===== config.mk =====
export PLATFORM = sky130hd
export DESIGN_NAME = ex_mem
export DESIGN_NICKNAME = d
export VERILOG_FILES = /design/src/hdl/mem_pkg.sv /design/src/hdl/ex_mem.sv
export VERILOG_INCLUDE_DIRS = /design/src /design/src/include
export SDC_FILE = /design/constraint.sdc
export NUM_CORES = 1
export LEC_CHECK = 0
export BUFFER_PORTS_ARGS = -buffer_cell sky130_fd_sc_hd__buf_2
export CORE_MARGIN = 10
export CORE_UTILIZATION = 30
export DETAILED_ROUTE_END_ITERATION = 8
export GPL_ROUTABILITY_DRIVEN = 0
export PLACE_DENSITY = 0.56
export SYNTH_ARGS = -nofsm -noshare
export SYNTH_HDL_FRONTEND = slang
export SYNTH_SLANG_ARGS = --single-unit

===== constraint.sdc =====
create_clock -name clk -period 7.5 [get_ports clk]
set_clock_uncertainty 0.15 [all_clocks]
set_input_delay 1.5 -clock clk [delete_from_list [all_inputs] [get_ports clk]]
set_output_delay 1.5 -clock clk [all_outputs]
set_load 0.01 [all_outputs]

===== src/include/mem_settings.svh =====
`ifndef MEM_SETTINGS_SVH
`define MEM_SETTINGS_SVH

// Register side of the pipeline
`define REG_W 32
`define REG_ADDR_W 5

// Destination used by a bubble, never written back
`define NOP_REG_ADDR `REG_ADDR_W'(0)

// Byte address as produced by the ALU
`define ADDR_W 32

// The data memory moves one byte per access
`define BYTE_W 8

// 1 KiB of RAM, upper address bits wrap
`define RAM_DEPTH_LOG2 10

`endif


===== src/hdl/mem_pkg.sv =====
`default_nettype none

`include "mem_settings.svh"

package mem_pkg;

	// RV32I major opcodes seen by this stage
	typedef enum logic [6:0] {
		OP_NONE    = 7'b0000000,
		OP_LOAD    = 7'b0000011,
		OP_ALU_IMM = 7'b0010011,
		OP_STORE   = 7'b0100011,
		OP_ALU     = 7'b0110011
	} opcode_e;

	// Width field of loads and stores
	typedef enum logic [2:0] {
		F3_B  = 3'b000,
		F3_H  = 3'b001,
		F3_W  = 3'b010,
		F3_BU = 3'b100,
		F3_HU = 3'b101
	} funct3_e;

	typedef struct packed {
		opcode_e                opcode;
		funct3_e                funct3;
		logic [`REG_ADDR_W-1:0] wd;
		logic                   wreg;
		logic [`REG_W-1:0]      wdata; // ALU result, store data for stores
		logic [`ADDR_W-1:0]     mem_addr;
	} ex_mem_t;

	typedef struct packed {
		logic [`REG_ADDR_W-1:0] wd;
		logic                   wreg;
		logic [`REG_W-1:0]      wdata;
	} mem_wb_t;

endpackage

`default_nettype wire


===== src/hdl/ex_mem.sv =====
`timescale 1ns/1ps
`default_nettype none

`include "mem_settings.svh"

module ex_mem (
	input  wire                    clk,
	input  wire                    rst,
	input  wire                    stall_i,
	input  wire mem_pkg::ex_mem_t  ex_i,
	output mem_pkg::ex_mem_t       mem_o
);

	// The held instruction keeps address and store data steady for every byte beat
	always_ff @(posedge clk) begin
		if (rst) begin
			mem_o.opcode <= mem_pkg::OP_NONE; // Nothing in the stage after reset
			mem_o.wreg <= 1'b0;
			mem_o.wd <= `NOP_REG_ADDR;
		end else if (!stall_i) begin
			mem_o <= ex_i;
		end
	end

endmodule

`default_nettype wire


==> flow_metrics.tcl <==
set metrics [dict create \
    num_vias 1592 \
    cp_num_buf_inv 2 \
    relSlewSlack_pct 46.2 \
    antenna_found_initial 0 \
    crit_fanout 67 \
    fin_nets 364 \
    synth_seq_cells 80 \
    timing.hold.ws_ns 0.346 \
    drive_above_1_share_pct 62.6 \
    critPathKind "input port to flip-flop" \
    drc_errors 0 \
    critical_path_arrival_ns 2.55 \
    portBuffers 162 \
    route.detailed.vias_per_inst 4.07 \
    async_flop_share_pct 0 \
    finalWorstSetupSlack_ns 4.77 \
    cts-buffers-inserted 9 \
    start_util_pct 30.6 \
    rsz0062_at_grt "no" \
    period_share_pct 36.4 \
    avgSynthCellArea_um2 22.6 \
    hold_class "flip-flop to flip-flop" \
    synth_edf_count 67 \
    antenna_cells 0 \
    ys_seq_area_share_pct 91.2 \
    cp-start-kind "input port" \
    multi_input_area_um2 190 \
    yosys-top-cells-count "edfxtp_1 (67), nor2_1 (14), dfxtp_1 (13), mux2i_1 (13)" \
    cpMaxStageDelayCell "buf_4" \
    postLayoutCellArea_um2 3630 \
    reg2regPathDepth 2 \
    clk_latency_ns 0.34 \
    crit_chain "buf_2 -> nor2_4 -> buf_4" \
    grt_max_degree 68 \
    post_cts_resized 0 \
    grt_usage_pct 11.0 \
    largest_reg_flops 80 \
    holdPathStages 2 \
    cts_hold_buf 0 \
    synth_ff_type "edfxtp_1" \
    utilization_pct 44.7 \
    core_um2 8130 \
    finalSetupTns_ns 0 \
    ios 163 \
    setup_viol 0 \
    yosysTopAreaCellShare_pct 80.8 \
    dp_hpwl_mm 5.66 \
    crit_family "buffers and inverters" \
    dieArea_um2 12300 \
    maxCapViolCount 0 \
    post-route-min-period_ns 2.73 \
    regMostFlops "mem_o" \
    overflow 0 \
    tightest_slew_ns 0.807 \
    post_cts_buffers 0 \
    synthMostInstantiatedCell "edfxtp_1" \
    rows 33 \
    vdd_drop_max_mv 0.107 \
    synth_area_leader_cell "edfxtp_1" \
    reg_top3 "mem_o x80" \
    htreeDepth 3 \
    cts_tree "built" \
    grt_pass1_vias 1713 \
    leakagePower_nw 1.60 \
    placed_area_um2 3410 \
    hp-start "mem_o[75]" \
    cts_sinks 80 \
    drt_iter0_drc 71 \
    routed_wl_mm 7.04 \
    nFillCells 743 \
    power.density_nw_per_um2 260 \
    ant_nets 0 \
    synth_area_leaders "edfxtp_1 (81%), dfxtp_1 (10%), mux2i_1 (5.2%)" \
    hold_viol_final 0 \
    place_ws_ns 4.38 \
    grt_pass1_wl_mm 10.5 \
    routedWlPerCell_um 18.0 \
    startpoint "stall_i" \
    synth.net_count 193 \
    ff_latch_area_um2 2270 \
    slowest_delay_ns 0.62 \
    status "completed" \
    fmaxAchievable_mhz 366 \
    reg2reg_from "mem_o[69]" \
    ys_types 7 \
    cts_root_buf "clkbuf_8" \
    clk_pin_slew_ns 0.08 \
    die_h_um 111 \
    die_w_um 111 \
    critical_path_depth 3 \
    syn_inst 110 \
    syn_area_um2 2490 \
    first_pass_iters 4 \
    worstSetupEndpointType "flip-flop" \
    final_max_slew_viol_count 0 \
    yosysWarnings 0 \
    syn_to_final_growth_pct 45.8 \
    critPathRequiredTime_ns 7.32 \
    clk_path_buf_depth 2 \
]
## power breakdown
part	internal (W)	leakage [nW]	switching [W]
clock network	0.000189	0.103	0.000151
registers	0.000513	0.736	0.00000760
logic	0.0000374	0.761	0.0000452
total	0.000740	1.60	0.000203
## final timing paths
path | endpoint | slack, ns
min | mem_o[75] | 0.35
max | mem_o[10] | 4.77
min reg2reg | mem_o[75] | 0.35
max reg2reg | mem_o[69] | 6.73
## cells in the final DEF (no fill, tap or decap), drive strengths merged
| cell type | netlist | final |
|---|---|---|
| dfxtp | 13 | 13 |
| buf | 3 | 163 |
| bufinv | 0 | 2 |
| mux2i | 13 | 13 |
| inv | 0 | 1 |
| edfxtp | 67 | 67 |
| nor2 | 14 | 14 |
| clkbuf | 0 | 10 |
| clkinvlp | 0 | 2 |
| clkinv | 0 | 1 |
## layer usage
metal  track usage [%]  vias up  share of wire, %  routed length [µm]
li1                  -      757                 -                   -
met1              13.0      712                42                2940
met2              16.8      112                45                3160
met3              5.79       11                12                 857
met4              4.11        0               1.2                  85
met5                 0        -                 0                   0
## metrics by stage
step                      power (W)  instances
after global placement     0.000615        375
final                      0.000943        391
after CTS                  0.000960        391
after global routing       0.000987        391
after floorplan            0.000563        110
after detailed placement   0.000616        375
## kinds of logic after synthesis
logic type             count (synthesis)  synth area share (%)
buffers and inverters                  3                  1.46
DFF                                   80                  91.2
muxes                                 13                  5.22
and+or+nand+nor                       14                  2.11
## final cells by class
type                       count  area share [%]
sequential                    80            62.6
timing repair buffer         163            22.5
multi-input combinational     27            5.24
tap                          105            3.62
clock buffer                  10            3.51
clock inverter                 6            2.55
## tightest hold or removal path: stages (launching register included)
cell and delay [ns]:
dfxtp_1 0.33, mux2i_1 0.07, nor2_1 0.07
Power figures use the tool's default switching activity.
