<file path="src/include/mem_settings.svh">
`ifndef MEM_SETTINGS_SVH
`define MEM_SETTINGS_SVH

// Register side of the pipeline
`define REG_W 32
`define REG_ADDR_W 5

// Destination used by a bubble, never written back
`define NOP_REG_ADDR `REG_ADDR_W'(0)

// Byte address as produced by the ALU
`define ADDR_W 32

// The data memory moves one byte per access
`define BYTE_W 8

// 1 KiB of RAM, upper address bits wrap
`define RAM_DEPTH_LOG2 10

`endif

</file>
<file path="src/hdl/mem_pkg.sv">
`default_nettype none

`include "mem_settings.svh"

package mem_pkg;

	// RV32I major opcodes seen by this stage
	typedef enum logic [6:0] {
		OP_NONE    = 7'b0000000,
		OP_LOAD    = 7'b0000011,
		OP_ALU_IMM = 7'b0010011,
		OP_STORE   = 7'b0100011,
		OP_ALU     = 7'b0110011
	} opcode_e;

	// Width field of loads and stores
	typedef enum logic [2:0] {
		F3_B  = 3'b000,
		F3_H  = 3'b001,
		F3_W  = 3'b010,
		F3_BU = 3'b100,
		F3_HU = 3'b101
	} funct3_e;

	typedef struct packed {
		opcode_e                opcode;
		funct3_e                funct3;
		logic [`REG_ADDR_W-1:0] wd;
		logic                   wreg;
		logic [`REG_W-1:0]      wdata; // ALU result, store data for stores
		logic [`ADDR_W-1:0]     mem_addr;
	} ex_mem_t;

	typedef struct packed {
		logic [`REG_ADDR_W-1:0] wd;
		logic                   wreg;
		logic [`REG_W-1:0]      wdata;
	} mem_wb_t;

endpackage

`default_nettype wire

</file>
<file path="src/hdl/mem_wb.sv">
`timescale 1ns/1ps
`default_nettype none

`include "mem_settings.svh"

module mem_wb (
	input  wire                    clk,
	input  wire                    rst,
	input  wire                    stall_i,
	input  wire mem_pkg::mem_wb_t  res_i,
	output mem_pkg::mem_wb_t       wb_o
);

	mem_pkg::mem_wb_t bubble;

	// An empty slot that writes no register
	assign bubble = '{wd: `NOP_REG_ADDR, wreg: 1'b0, wdata: '0};

	always_ff @(posedge clk) begin
		if (rst) begin
			wb_o <= bubble;
		end else if (stall_i) begin
			wb_o <= bubble; // Keep writeback from seeing a half-finished access
		end else begin
			wb_o <= res_i;
		end
	end

endmodule

`default_nettype wire

</file>
<file path="config.mk">
export PLATFORM = sky130hd
export DESIGN_NAME = mem_wb
export DESIGN_NICKNAME = d
export VERILOG_FILES = /design/src/hdl/mem_pkg.sv /design/src/hdl/mem_wb.sv
export VERILOG_INCLUDE_DIRS = /design/src /design/src/include
export SDC_FILE = /design/constraint.sdc
export NUM_CORES = 1
export LEC_CHECK = 0
export BUFFER_PORTS_ARGS = -buffer_cell sky130_fd_sc_hd__buf_2
export CORE_MARGIN = 2
export CORE_UTILIZATION = 43
export CTS_BUF_LIST = sky130_fd_sc_hd__clkbuf_8
export CTS_CLUSTER_DIAMETER = 50
export CTS_CLUSTER_SIZE = 14
export DETAILED_ROUTE_END_ITERATION = 8
export PLACE_DENSITY_LB_ADDON = 0.3
export SLEW_MARGIN = 10
export SYNTH_ARGS = -nofsm -noshare
export SYNTH_HDL_FRONTEND = slang
export SYNTH_SLANG_ARGS = --single-unit
</file>
<file path="constraint.sdc">
create_clock -name clk -period 0.8 [get_ports clk]
set_clock_uncertainty 0.05 [all_clocks]
set_input_delay 0.16 -clock clk [delete_from_list [all_inputs] [get_ports clk]]
set_output_delay 0.16 -clock clk [all_outputs]
set_load 0.01 [all_outputs]
</file>
==> Implementation_results.wiki <==
{| class="wikitable"
! Metric !! Value
|-
| Run status || finished, violations left
|-
| Failing checks || negative setup slack
|-
| Area of placed instances || 1643 µm²
|-
| Maximum single-stage delay on the critical path || about 330 ps
|-
| Die area || 3279 µm²
|-
| Final hold violation count || 0
|-
| Half-perimeter wire length after placement || 1753 µm
|-
| Capturing element type of the critical path || output port
|-
| Crit Path Category || register to output port
|-
| Fraction of layout instances using a drive strength above 1 || 0.7289
|-
| Max-slew headroom at the worst pin || 0.8868
|-
| Highest-count cells in the layout ignoring fill and taps || sky130_fd_sc_hd__buf_2, sky130_fd_sc_hd__dfxtp_1, sky130_fd_sc_hd__nor3b_2
|-
| Slew Viols, Final || 0
|-
| CP bufs+invs || 1
|-
| Min-Delay Path Class || input pin to register
|-
| Worst Hold Depth || 2
|-
| Worst setup margin || -123.2 ps
|-
| Minimum clock period after layout || 923.2 ps
|-
| Number of vias per cell after detailed routing || 4.533
|-
| Most common cell after layout, fill and taps aside || sky130_fd_sc_hd__buf_2
|-
| Total number of nets in the final design || around 210
|-
| Yosys warning count || 0
|-
| Yosys reg bits || 38
|-
| Residual DRC count || 0
|-
| Biggest fanout along the worst timing path || 1
|-
| Fillers || between 200 and 250
|-
| Wire length reported by the detailed router || 2416 µm
|-
| Sequential fraction of the synthesis area || 0.6236
|-
| Vias post-DR || 893
|-
| X dimension of the die || 57.27 µm
|-
| Pin count of the biggest net entering global routing || 27
|-
| Overall track demand over capacity in global routing || 0.1496
|-
| Setup violation total in the final timing report || 38
|-
| Die span in y || 57.27 µm
|-
| Antenna violation net count after detailed routing || 0
|-
| Post-synthesis cell type count || 6
|-
| Vias in the first global route || 868
|-
| Initial antenna violation count || 0
|-
| Final period util || 1.154
|-
| Registers with the most flip-flops || wb_o x38
|-
| Cell chosen for the clock root || sky130_fd_sc_hd__clkbuf_8
|-
| Worst endpoint data arrival time || 710 ps
|-
| Avg Inst Size Synth || 14.52 µm²
|-
| Least-Margin Pin Slew || 169.4 ps
|-
| Gpl congestion || 0.6631
|-
| Data required time of the worst path || roughly 600 ps
|-
| Nets in the synthesized netlist || 125
|-
| Kind of cell adding the most delay to the critical path || flip-flops
|-
| Post-route cell area || 1824 µm²
|-
| Post-CTS setup-driven buffer insertion count || 0
|-
| Worst-path clk slew || approximately 70 ps
|-
| Initial core utilization || 0.4462
|-
| Row Count || 19
|-
| Global-route wire length before repair || about 3700 µm
|-
| Startpoint Class || register
|-
| Synth Cell Area || 1220 µm²
|-
| Mapped Cells || 84
|-
| Worst hold slack across all endpoints || 64.90 ps
|-
| Total core area || 2734 µm²
|-
| Number of flip-flops in the largest register || 38
|-
| Unrepaired setup endpoints after global routing || true
|-
| Maximum buffer depth of the clock tree || 2
|-
| Leak Pwr || approximately 0.85 nW
|-
| Cell with the largest stage delay on the worst path || sky130_fd_sc_hd__dfxtp_2
|-
| Iteration count of the initial detailed-routing pass || 3
|-
| Top reg by flops || wb_o
|-
| Number of gates on the worst path with buffers counted || 1
|-
| Count of input and output buffers || 78
|-
| Power density relative to cell area || around 2000 nW/µm²
|-
| Total clock buffers created by CTS || 5
|-
| H-Tree Depth || 2
|-
| Synthesis-to-finish area growth || 49.54%
|-
| Critical path, cell by cell || buf_6
|-
| Number of DRC violations after detailed-routing iteration 0 || 19
|-
| Final antenna diode count || 0
|-
| GRT overflow || 0
|-
| Average routed wire per standard cell || 12.26 µm
|-
| Number of cells in the finished layout apart from fillers || 197
|-
| Max VDD drop || between 0.0015 and 0.002 V
|-
| # Max-Cap Violations || 0
|-
| Instance count after placement with tap cells included || 189
|-
| Max frequency || 1083 MHz
|-
| Clock tree from TritonCTS || done
|-
| Number of I/O pins || 79
|-
| Post-Route Setup TNS || -4192 ps
|-
| Total number of clock tree sinks || 38
|}
-- final timing paths --
path	start	slack, ps	to
setup / recovery	wb_o[3]	-120	wb_o[3]
hold / removal	res_i[19]	60	wb_o[19]
-- layout make-up --
cell class,instances,area [µm²],area share
multi-input cells,38,385.4,0.2112
well taps,31,38.79,0.02126
clock buffers,6,82.58,0.04527
clock inverters,2,8.758,0.004801
repair buffers,82,533.0,0.2922
flip-flops and latches,38,775.7,0.4252
-- cell families after synthesis --
kind of cell / Yosys count / share of synthesized area
flops: 38 / 0.6236
simple gates: 38 / 0.3159
buf+inv: 8 / 0.06051
-- metal layers --
layer  track usage  part of all wire  vias up
met5             0                 0        -
met4       0.05980            0.0054        0
met3       0.07710             0.091        2
met2        0.2562              0.53       45
met1        0.1547              0.38      402
li1              -                 -      444
-- what timing repair did --
action,CTS,global route
hold buffers,0,0
setup endpoints to repair,38,38
gates resized for setup,2,22
-- report_power, final --
part | leakage [nW] | total [mW] | switching (mW) | internal [mW]
Sequential | 0.317 | 1.99 | 0.0217 | 1.97
Clock | 0.0524 | 1.27 | 0.593 | 0.681
Combinational | 0.484 | 0.420 | 0.179 | 0.241
Total | 0.853 | 3.69 | 0.793 | 2.89
-- stage by stage --
| stage | setup WS, ps | util | total power, mW |
|---|---|---|---|
| after global routing | -156.0 | 0.6673 | 3.855 |
| after detailed placement | -46.91 | 0.6009 | 2.426 |
| after floorplan | 99.37 | - | 2.239 |
| final | -123.2 | 0.6673 | 3.688 |
| after global placement | 17.95 | 0.6009 | 2.413 |
| after CTS | -141.9 | 0.6371 | 3.716 |
-- cells in the mapped netlist (all sizes together) --
library cell	n	share of area
dfxtp	38	0.62
buf	8	0.061
nor3b	38	0.32
Note: power is estimated with default switching activity, not from simulation.
