File: config.mk
export PLATFORM = sky130hd
export DESIGN_NAME = mem
export DESIGN_NICKNAME = d
export VERILOG_FILES = /design/src/hdl/mem_pkg.sv /design/src/hdl/mem.sv
export VERILOG_INCLUDE_DIRS = /design/src /design/src/include
export SDC_FILE = /design/constraint.sdc
export NUM_CORES = 1
export LEC_CHECK = 0
export BUFFER_PORTS_ARGS = -buffer_cell sky130_fd_sc_hd__buf_2
export CELL_PAD_IN_SITES_DETAIL_PLACEMENT = 0
export CELL_PAD_IN_SITES_GLOBAL_PLACEMENT = 1
export CORE_MARGIN = 2
export CORE_UTILIZATION = 37
export CTS_CLUSTER_DIAMETER = 150
export DETAILED_ROUTE_END_ITERATION = 10
export HOLD_SLACK_MARGIN = 0.15
export PLACE_DENSITY = 0.76
export SLEW_MARGIN = 20
export SYNTH_ARGS = -nofsm -noshare
export SYNTH_HDL_FRONTEND = slang
export SYNTH_SLANG_ARGS = --single-unit
File: constraint.sdc
create_clock -name clk -period 3.8 [get_ports clk]
set_input_delay 0.76 -clock clk [delete_from_list [all_inputs] [get_ports clk]]
set_output_delay 0.76 -clock clk [all_outputs]
set_load 0.005 [all_outputs]
File: src/include/mem_settings.svh
`ifndef MEM_SETTINGS_SVH
`define MEM_SETTINGS_SVH

// Register side of the pipeline
`define REG_W 32
`define REG_ADDR_W 5

// Destination used by a bubble, never written back
`define NOP_REG_ADDR `REG_ADDR_W'(0)

// Byte address as produced by the ALU
`define ADDR_W 32

// The data memory moves one byte per access
`define BYTE_W 8

// 1 KiB of RAM, upper address bits wrap
`define RAM_DEPTH_LOG2 10

`endif

File: src/hdl/mem_pkg.sv
`default_nettype none

`include "mem_settings.svh"

package mem_pkg;

	// RV32I major opcodes seen by this stage
	typedef enum logic [6:0] {
		OP_NONE    = 7'b0000000,
		OP_LOAD    = 7'b0000011,
		OP_ALU_IMM = 7'b0010011,
		OP_STORE   = 7'b0100011,
		OP_ALU     = 7'b0110011
	} opcode_e;

	// Width field of loads and stores
	typedef enum logic [2:0] {
		F3_B  = 3'b000,
		F3_H  = 3'b001,
		F3_W  = 3'b010,
		F3_BU = 3'b100,
		F3_HU = 3'b101
	} funct3_e;

	typedef struct packed {
		opcode_e                opcode;
		funct3_e                funct3;
		logic [`REG_ADDR_W-1:0] wd;
		logic                   wreg;
		logic [`REG_W-1:0]      wdata; // ALU result, store data for stores
		logic [`ADDR_W-1:0]     mem_addr;
	} ex_mem_t;

	typedef struct packed {
		logic [`REG_ADDR_W-1:0] wd;
		logic                   wreg;
		logic [`REG_W-1:0]      wdata;
	} mem_wb_t;

endpackage

`default_nettype wire

File: src/hdl/mem.sv
`timescale 1ns/1ps
`default_nettype none

`include "mem_settings.svh"

module mem (
	input  wire                    clk,
	input  wire                    rst,
	input  wire mem_pkg::ex_mem_t  mem_i,
	input  wire [`BYTE_W-1:0]      rdata_i,
	output mem_pkg::mem_wb_t       res_o,
	output logic                   stall_o,
	output logic [`ADDR_W-1:0]     addr_o,
	output logic                   we_o,
	output logic [`BYTE_W-1:0]     wdata_o
);

	typedef enum logic [1:0] {
		ST_IDLE,
		ST_ISSUE,
		ST_DRAIN,
		ST_DONE
	} state_e;

	state_e state_q;
	logic [2:0] beat_q; // Offset of the next byte address, counts on through the drain
	logic [3:0][`BYTE_W-1:0] load_bytes_q;
	logic is_load;
	logic is_store;
	logic done;
	logic issue;
	logic capture;
	logic [2:0] nbytes;
	logic [2:0] rcv_idx;
	logic [`REG_W-1:0] load_data;

	assign is_load = (mem_i.opcode == mem_pkg::OP_LOAD);
	assign is_store = (mem_i.opcode == mem_pkg::OP_STORE);
	assign done = (state_q == ST_DONE);

	// Request stays up until the done cycle
	assign stall_o = (is_load || is_store) && !done;

	always_comb begin
		case (mem_i.funct3)
			mem_pkg::F3_B, mem_pkg::F3_BU: nbytes = 3'd1;
			mem_pkg::F3_H, mem_pkg::F3_HU: nbytes = 3'd2;
			default: nbytes = 3'd4;
		endcase
	end

	// A new byte address goes out on the first cycle and while offsets remain
	assign issue = ((state_q == ST_IDLE) && stall_o) ||
		((state_q == ST_ISSUE) && (beat_q != nbytes));

	// Read data shows up two cycles after its address was registered
	assign rcv_idx = beat_q - 3'd2;
	assign capture = is_load &&
		(((state_q == ST_ISSUE) && (beat_q >= 3'd2)) || (state_q == ST_DRAIN));

	always_ff @(posedge clk) begin
		if (rst) begin
			state_q <= ST_IDLE;
			beat_q <= '0;
			we_o <= 1'b0;
		end else begin
			we_o <= issue && is_store;
			case (state_q)
				ST_IDLE: begin
					if (stall_o) begin
						state_q <= ST_ISSUE;
						beat_q <= 3'd1;
					end
				end
				ST_ISSUE: begin
					if (beat_q == nbytes) begin
						if (is_store) begin
							state_q <= ST_DONE; // Last byte is written on this edge
						end else begin
							state_q <= ST_DRAIN;
						end
					end
					beat_q <= beat_q + 3'd1;
				end
				ST_DRAIN: begin
					if (rcv_idx == nbytes - 3'd1) begin
						state_q <= ST_DONE;
					end
					beat_q <= beat_q + 3'd1;
				end
				default: begin
					state_q <= ST_IDLE;
					beat_q <= '0;
				end
			endcase
		end
	end

	// Byte lanes of the store data go out lowest address first
	always_ff @(posedge clk) begin
		if (issue) begin
			addr_o <= mem_i.mem_addr + `ADDR_W'(beat_q);
			wdata_o <= mem_i.wdata[beat_q[1:0]*`BYTE_W +: `BYTE_W];
		end
		if (capture) begin
			load_bytes_q[rcv_idx[1:0]] <= rdata_i;
		end
	end

	always_comb begin
		case (mem_i.funct3)
			mem_pkg::F3_B: begin
				load_data = {{(`REG_W-`BYTE_W){load_bytes_q[0][`BYTE_W-1]}}, load_bytes_q[0]};
			end
			mem_pkg::F3_BU: begin
				load_data = {{(`REG_W-`BYTE_W){1'b0}}, load_bytes_q[0]};
			end
			mem_pkg::F3_H: begin
				load_data = {{(`REG_W-2*`BYTE_W){load_bytes_q[1][`BYTE_W-1]}},
					load_bytes_q[1], load_bytes_q[0]};
			end
			mem_pkg::F3_HU: begin
				load_data = {{(`REG_W-2*`BYTE_W){1'b0}}, load_bytes_q[1], load_bytes_q[0]};
			end
			default: begin
				load_data = load_bytes_q; // Byte 0 sits in the low lane
			end
		endcase
	end

	always_comb begin
		res_o.wd = mem_i.wd;
		res_o.wreg = mem_i.wreg;
		res_o.wdata = is_load ? load_data : mem_i.wdata;
	end

endmodule

`default_nettype wire

==> flow_metrics.py <==
metrics = {
    "yosys": {
        "ys_seq_elements": 78,
        "synth_edf_count": 72,
        "yosysSeqAreaShare": 0.539,
        "synthCells": 350,
        "synth_area_leaders": "edfxtp_1 (51%), xor2_1 (5.0%), a21oi_1 (4.6%)",
        "yosysTopAreaCell": "edfxtp_1",
        "netlist_area_um2": 4240,
        "synth_top_area_share": 0.510,
        "yosysMostFrequentCell": "edfxtp_1",
        "synth_common_cells": "edfxtp_1 (72), a21oi_1 (39), nand2_1 (30), nor2_1 (27), xor2_1 (24)",
        "synth_flop_cell": "edfxtp_1",
        "syn_area_per_cell_um2": 12.1,
        "synth_cell_types": 46,
        "async_reset_ff_frac": 0,
        "syn_nets": 455,
        "ys_warn_count": 0,
    },
    "grt": {
        "grtUsageTotal": 0.179,
        "met3_usage": 0.0405,
        "grt-busiest-layer": "met2",
        "grt.overflow.total": 0,
        "antenna_found_initial": 0,
        "met1_usage": 0.243,
        "grt_max_degree": 41,
        "grt_pass1_vias": 3250,
        "grt.met2_usage": 0.280,
        "grt_pass1_wl_mm": 17.2,
    },
    "die": {
        "die_height_um": 111,
        "core_area_um2": 11300,
        "fp-row-count": 39,
        "dieArea_um2": 12300,
        "start_util": 0.376,
        "ios": 170,
        "dieWidth_um": 111,
    },
    "pwr": {
        "p_clk_frac": 0.407,
        "p_seq_frac": 0.448,
        "p_switching_mw": 0.571,
        "p_per_area_nw_per_um2": 424,
        "p_leak_nw": 2.19,
        "p_comb_frac": 0.145,
        "internal_power_mw": 1.75,
        "peakVddDrop_mv": 0.186,
        "p_sw_frac": 0.246,
    },
    "critical_path": {
        "cp_max_fo": 16,
        "critPathKind": "input port to output pin",
        "crit_slowest_cell": "or4_1",
        "crit_path_cell_trace": "buf_2 -> or4_1 -> nor3_4 -> o31a_1 -> a21oi_1 -> buf_2",
        "cp.required_ns": 3.04,
        "crit_top_cell": "buf_2",
        "r2r_end": "addr_o[20]$_DFFE_PP_",
        "critPathCaptureType": "output pin",
        "critical-path-max-stage-delay_ns": 0.67,
        "rr_worst_depth": 5,
        "arrival_ns": 2.75,
        "r2r-start": "beat_q[1]$_SDFFE_PP0P_",
        "worst_setup_path_start_kind": "input port",
        "r2r_setup_slack_ns": 1.28,
    },
    "routing": {
        "vias": 3324,
        "detail_route.first_pass.iterations": 4,
        "wl_mm": 10.9,
        "viasPerCell": 5.11,
        "initialDrtViolationCount": 172,
        "final_antenna_net_count": 0,
        "drt-wirelength-per-cell_um": 16.7,
        "drc": 0,
    },
    "cells_and_area": {
        "area_delta_synth_final_pct": 29.2,
        "multiInputGateArea_um2": 1820,
        "fill_cells": 1068,
        "layoutNonFillerInstCount": 651,
        "seq_area_um2": 2280,
        "diodes": 0,
        "layout-drive-gt1-share": 0.394,
        "final_nets": 608,
    },
    "sta": {
        "fin_crit_ns": 3.51,
        "tightest_slew_ns": 0.888,
        "clock.fmax_mhz": 285,
        "hold_viol": 0,
        "rsz0062_at_grt": "no",
        "post-route-period-util": 0.923,
        "finalSetupTns_ns": 0,
        "slew_headroom": 0.407,
        "finalSetupViolCount": 0,
        "finalClockSkew_ns": 0.00735,
        "drv_slew": 0,
    },
    "worst_hold_path": {
        "whs_path_depth": 2,
        "worstHoldStart": "state_q[0]$_SDFFE_PP0P_",
        "hold_path_class": "register to register",
        "worstHoldEndpoint": "state_q[0]$_SDFFE_PP0P_",
    },
    "clocking": {
        "post-cts-setup-buffer-count": 0,
        "clkSinkCount": 78,
        "clk_pin_slew_worst_paths_ns": 0.06,
        "cts_tree": "built",
        "clk_path_buf_depth": 2,
        "cts_buffers": 9,
        "clk_latency_ns": 0.33,
        "cts_htree_levels": 3,
        "root_buffer": "clkbuf_16",
        "cts.repair.resized": 0,
        "postCtsHoldBufs": 0,
    },
    "status": {
        "outcome": "completed",
    },
    "placed_design": {
        "dp_hpwl_mm": 8.31,
        "gp_congestion": 0.918,
        "port_buffers": 157,
        "dp_cells": 635,
    },
    "flow_run": {
        "maxCapViolCount": 0,
    },
}
-- power by group through the flow --
stage | combinational (mW) | clock (mW) | sequential (mW)
after floorplan | 0.150 | 0 | 1.07
after global placement | 0.335 | 0 | 1.06
after detailed placement | 0.339 | 0 | 1.06
after CTS | 0.340 | 0.978 | 1.04
after global routing | 0.369 | 1.01 | 1.04
final | 0.337 | 0.945 | 1.04
-- kinds of logic after synthesis --
family,synth area share
flops,0.539
xor+xnor,0.0620
buf+inv,0.0322
mux,0.0709
compound gates,0.0685
fa+ha+maj,0.0461
simple gates,0.182
-- worst max-delay path by stage --
stage	from	endpoint
after floorplan	mem_i[77]	addr_o[0]$_DFFE_PP_
after global placement	mem_i[77]	res_o[19]
after detailed placement	mem_i[77]	res_o[22]
after CTS	mem_i[77]	res_o[29]
after global routing	mem_i[77]	res_o[23]
final	mem_i[77]	res_o[29]
-- layout by cell type (no fill, tap or decap), drive strengths merged, types with 2 or more instances in the layout --
master  Yosys  routed
dfxtp       6       6
ha         14      14
clkbuf      8       9
and4        3       3
nand2b      5       5
buf        12     162
edfxtp     72      72
xor2       24      24
o31ai       3       3
nor3        5       5
mux2i       3       3
or2         2       2
a21oi      39      39
mux4        8       8
inv         8      12
bufinv      0       2
nor4       12      12
xnor2       6       6
nand3       8       8
o21ai       2       2
nand4       7       7
and3b       2       2
nor3b       3       3
nand2      30      30
and2        6       6
mux2        8       8
or4         2       2
o31a        2       2
nor2b       3       3
nor2       27      27
nor4b       9       9
and3        3       3
-- flip-flops by register name (all words and copies together) (netlist names) --
register      cells
load_bytes_q     32
state_q           2
beat_q            3
we_o              1
wdata_o           8
addr_o           32
-- final cells by class --
cell class,instances,area share
flip-flops and latches,78,0.417
clock buffers,9,0.0411
well taps,143,0.0327
clock inverters,7,0.0187
inverters,8,0.00548
multi-input cells,244,0.332
repair buffers,162,0.153
-- critical path, delay by kind of cell --
| kind | cells | cell delay [ns] |
|---|---|---|
| simple gates | 2 | 0.97 |
| buf+inv | 2 | 0.25 |
| compound gates | 2 | 0.75 |
-- per-stage QoR --
| step | util | instance area, um^2 | hold WS [ns] | setup WS, ns | power [mW] |
|---|---|---|---|---|---|
| global placement | 0.457 | 5150 | 0.520 | 0.355 | 1.39 |
| detailed placement | 0.457 | 5150 | 0.532 | 0.291 | 1.40 |
| global route | 0.486 | 5480 | 0.567 | 0.160 | 2.43 |
| floorplan | - | 4240 | 0.496 | 0.793 | 1.22 |
| finish | 0.486 | 5480 | 0.537 | 0.292 | 2.32 |
| CTS | 0.486 | 5480 | 0.543 | 0.295 | 2.36 |
-- metal layers --
metal / routed length [um] / part of all wire / up-vias
met3: 677 / 0.062 / 18
met4: 227 / 0.021 / 0
met5: 0 / 0 / -
met2: 5130 / 0.47 / 137
met1: 4840 / 0.45 / 1561
li1: - / - / 1608
Power figures use the tool's default switching activity.
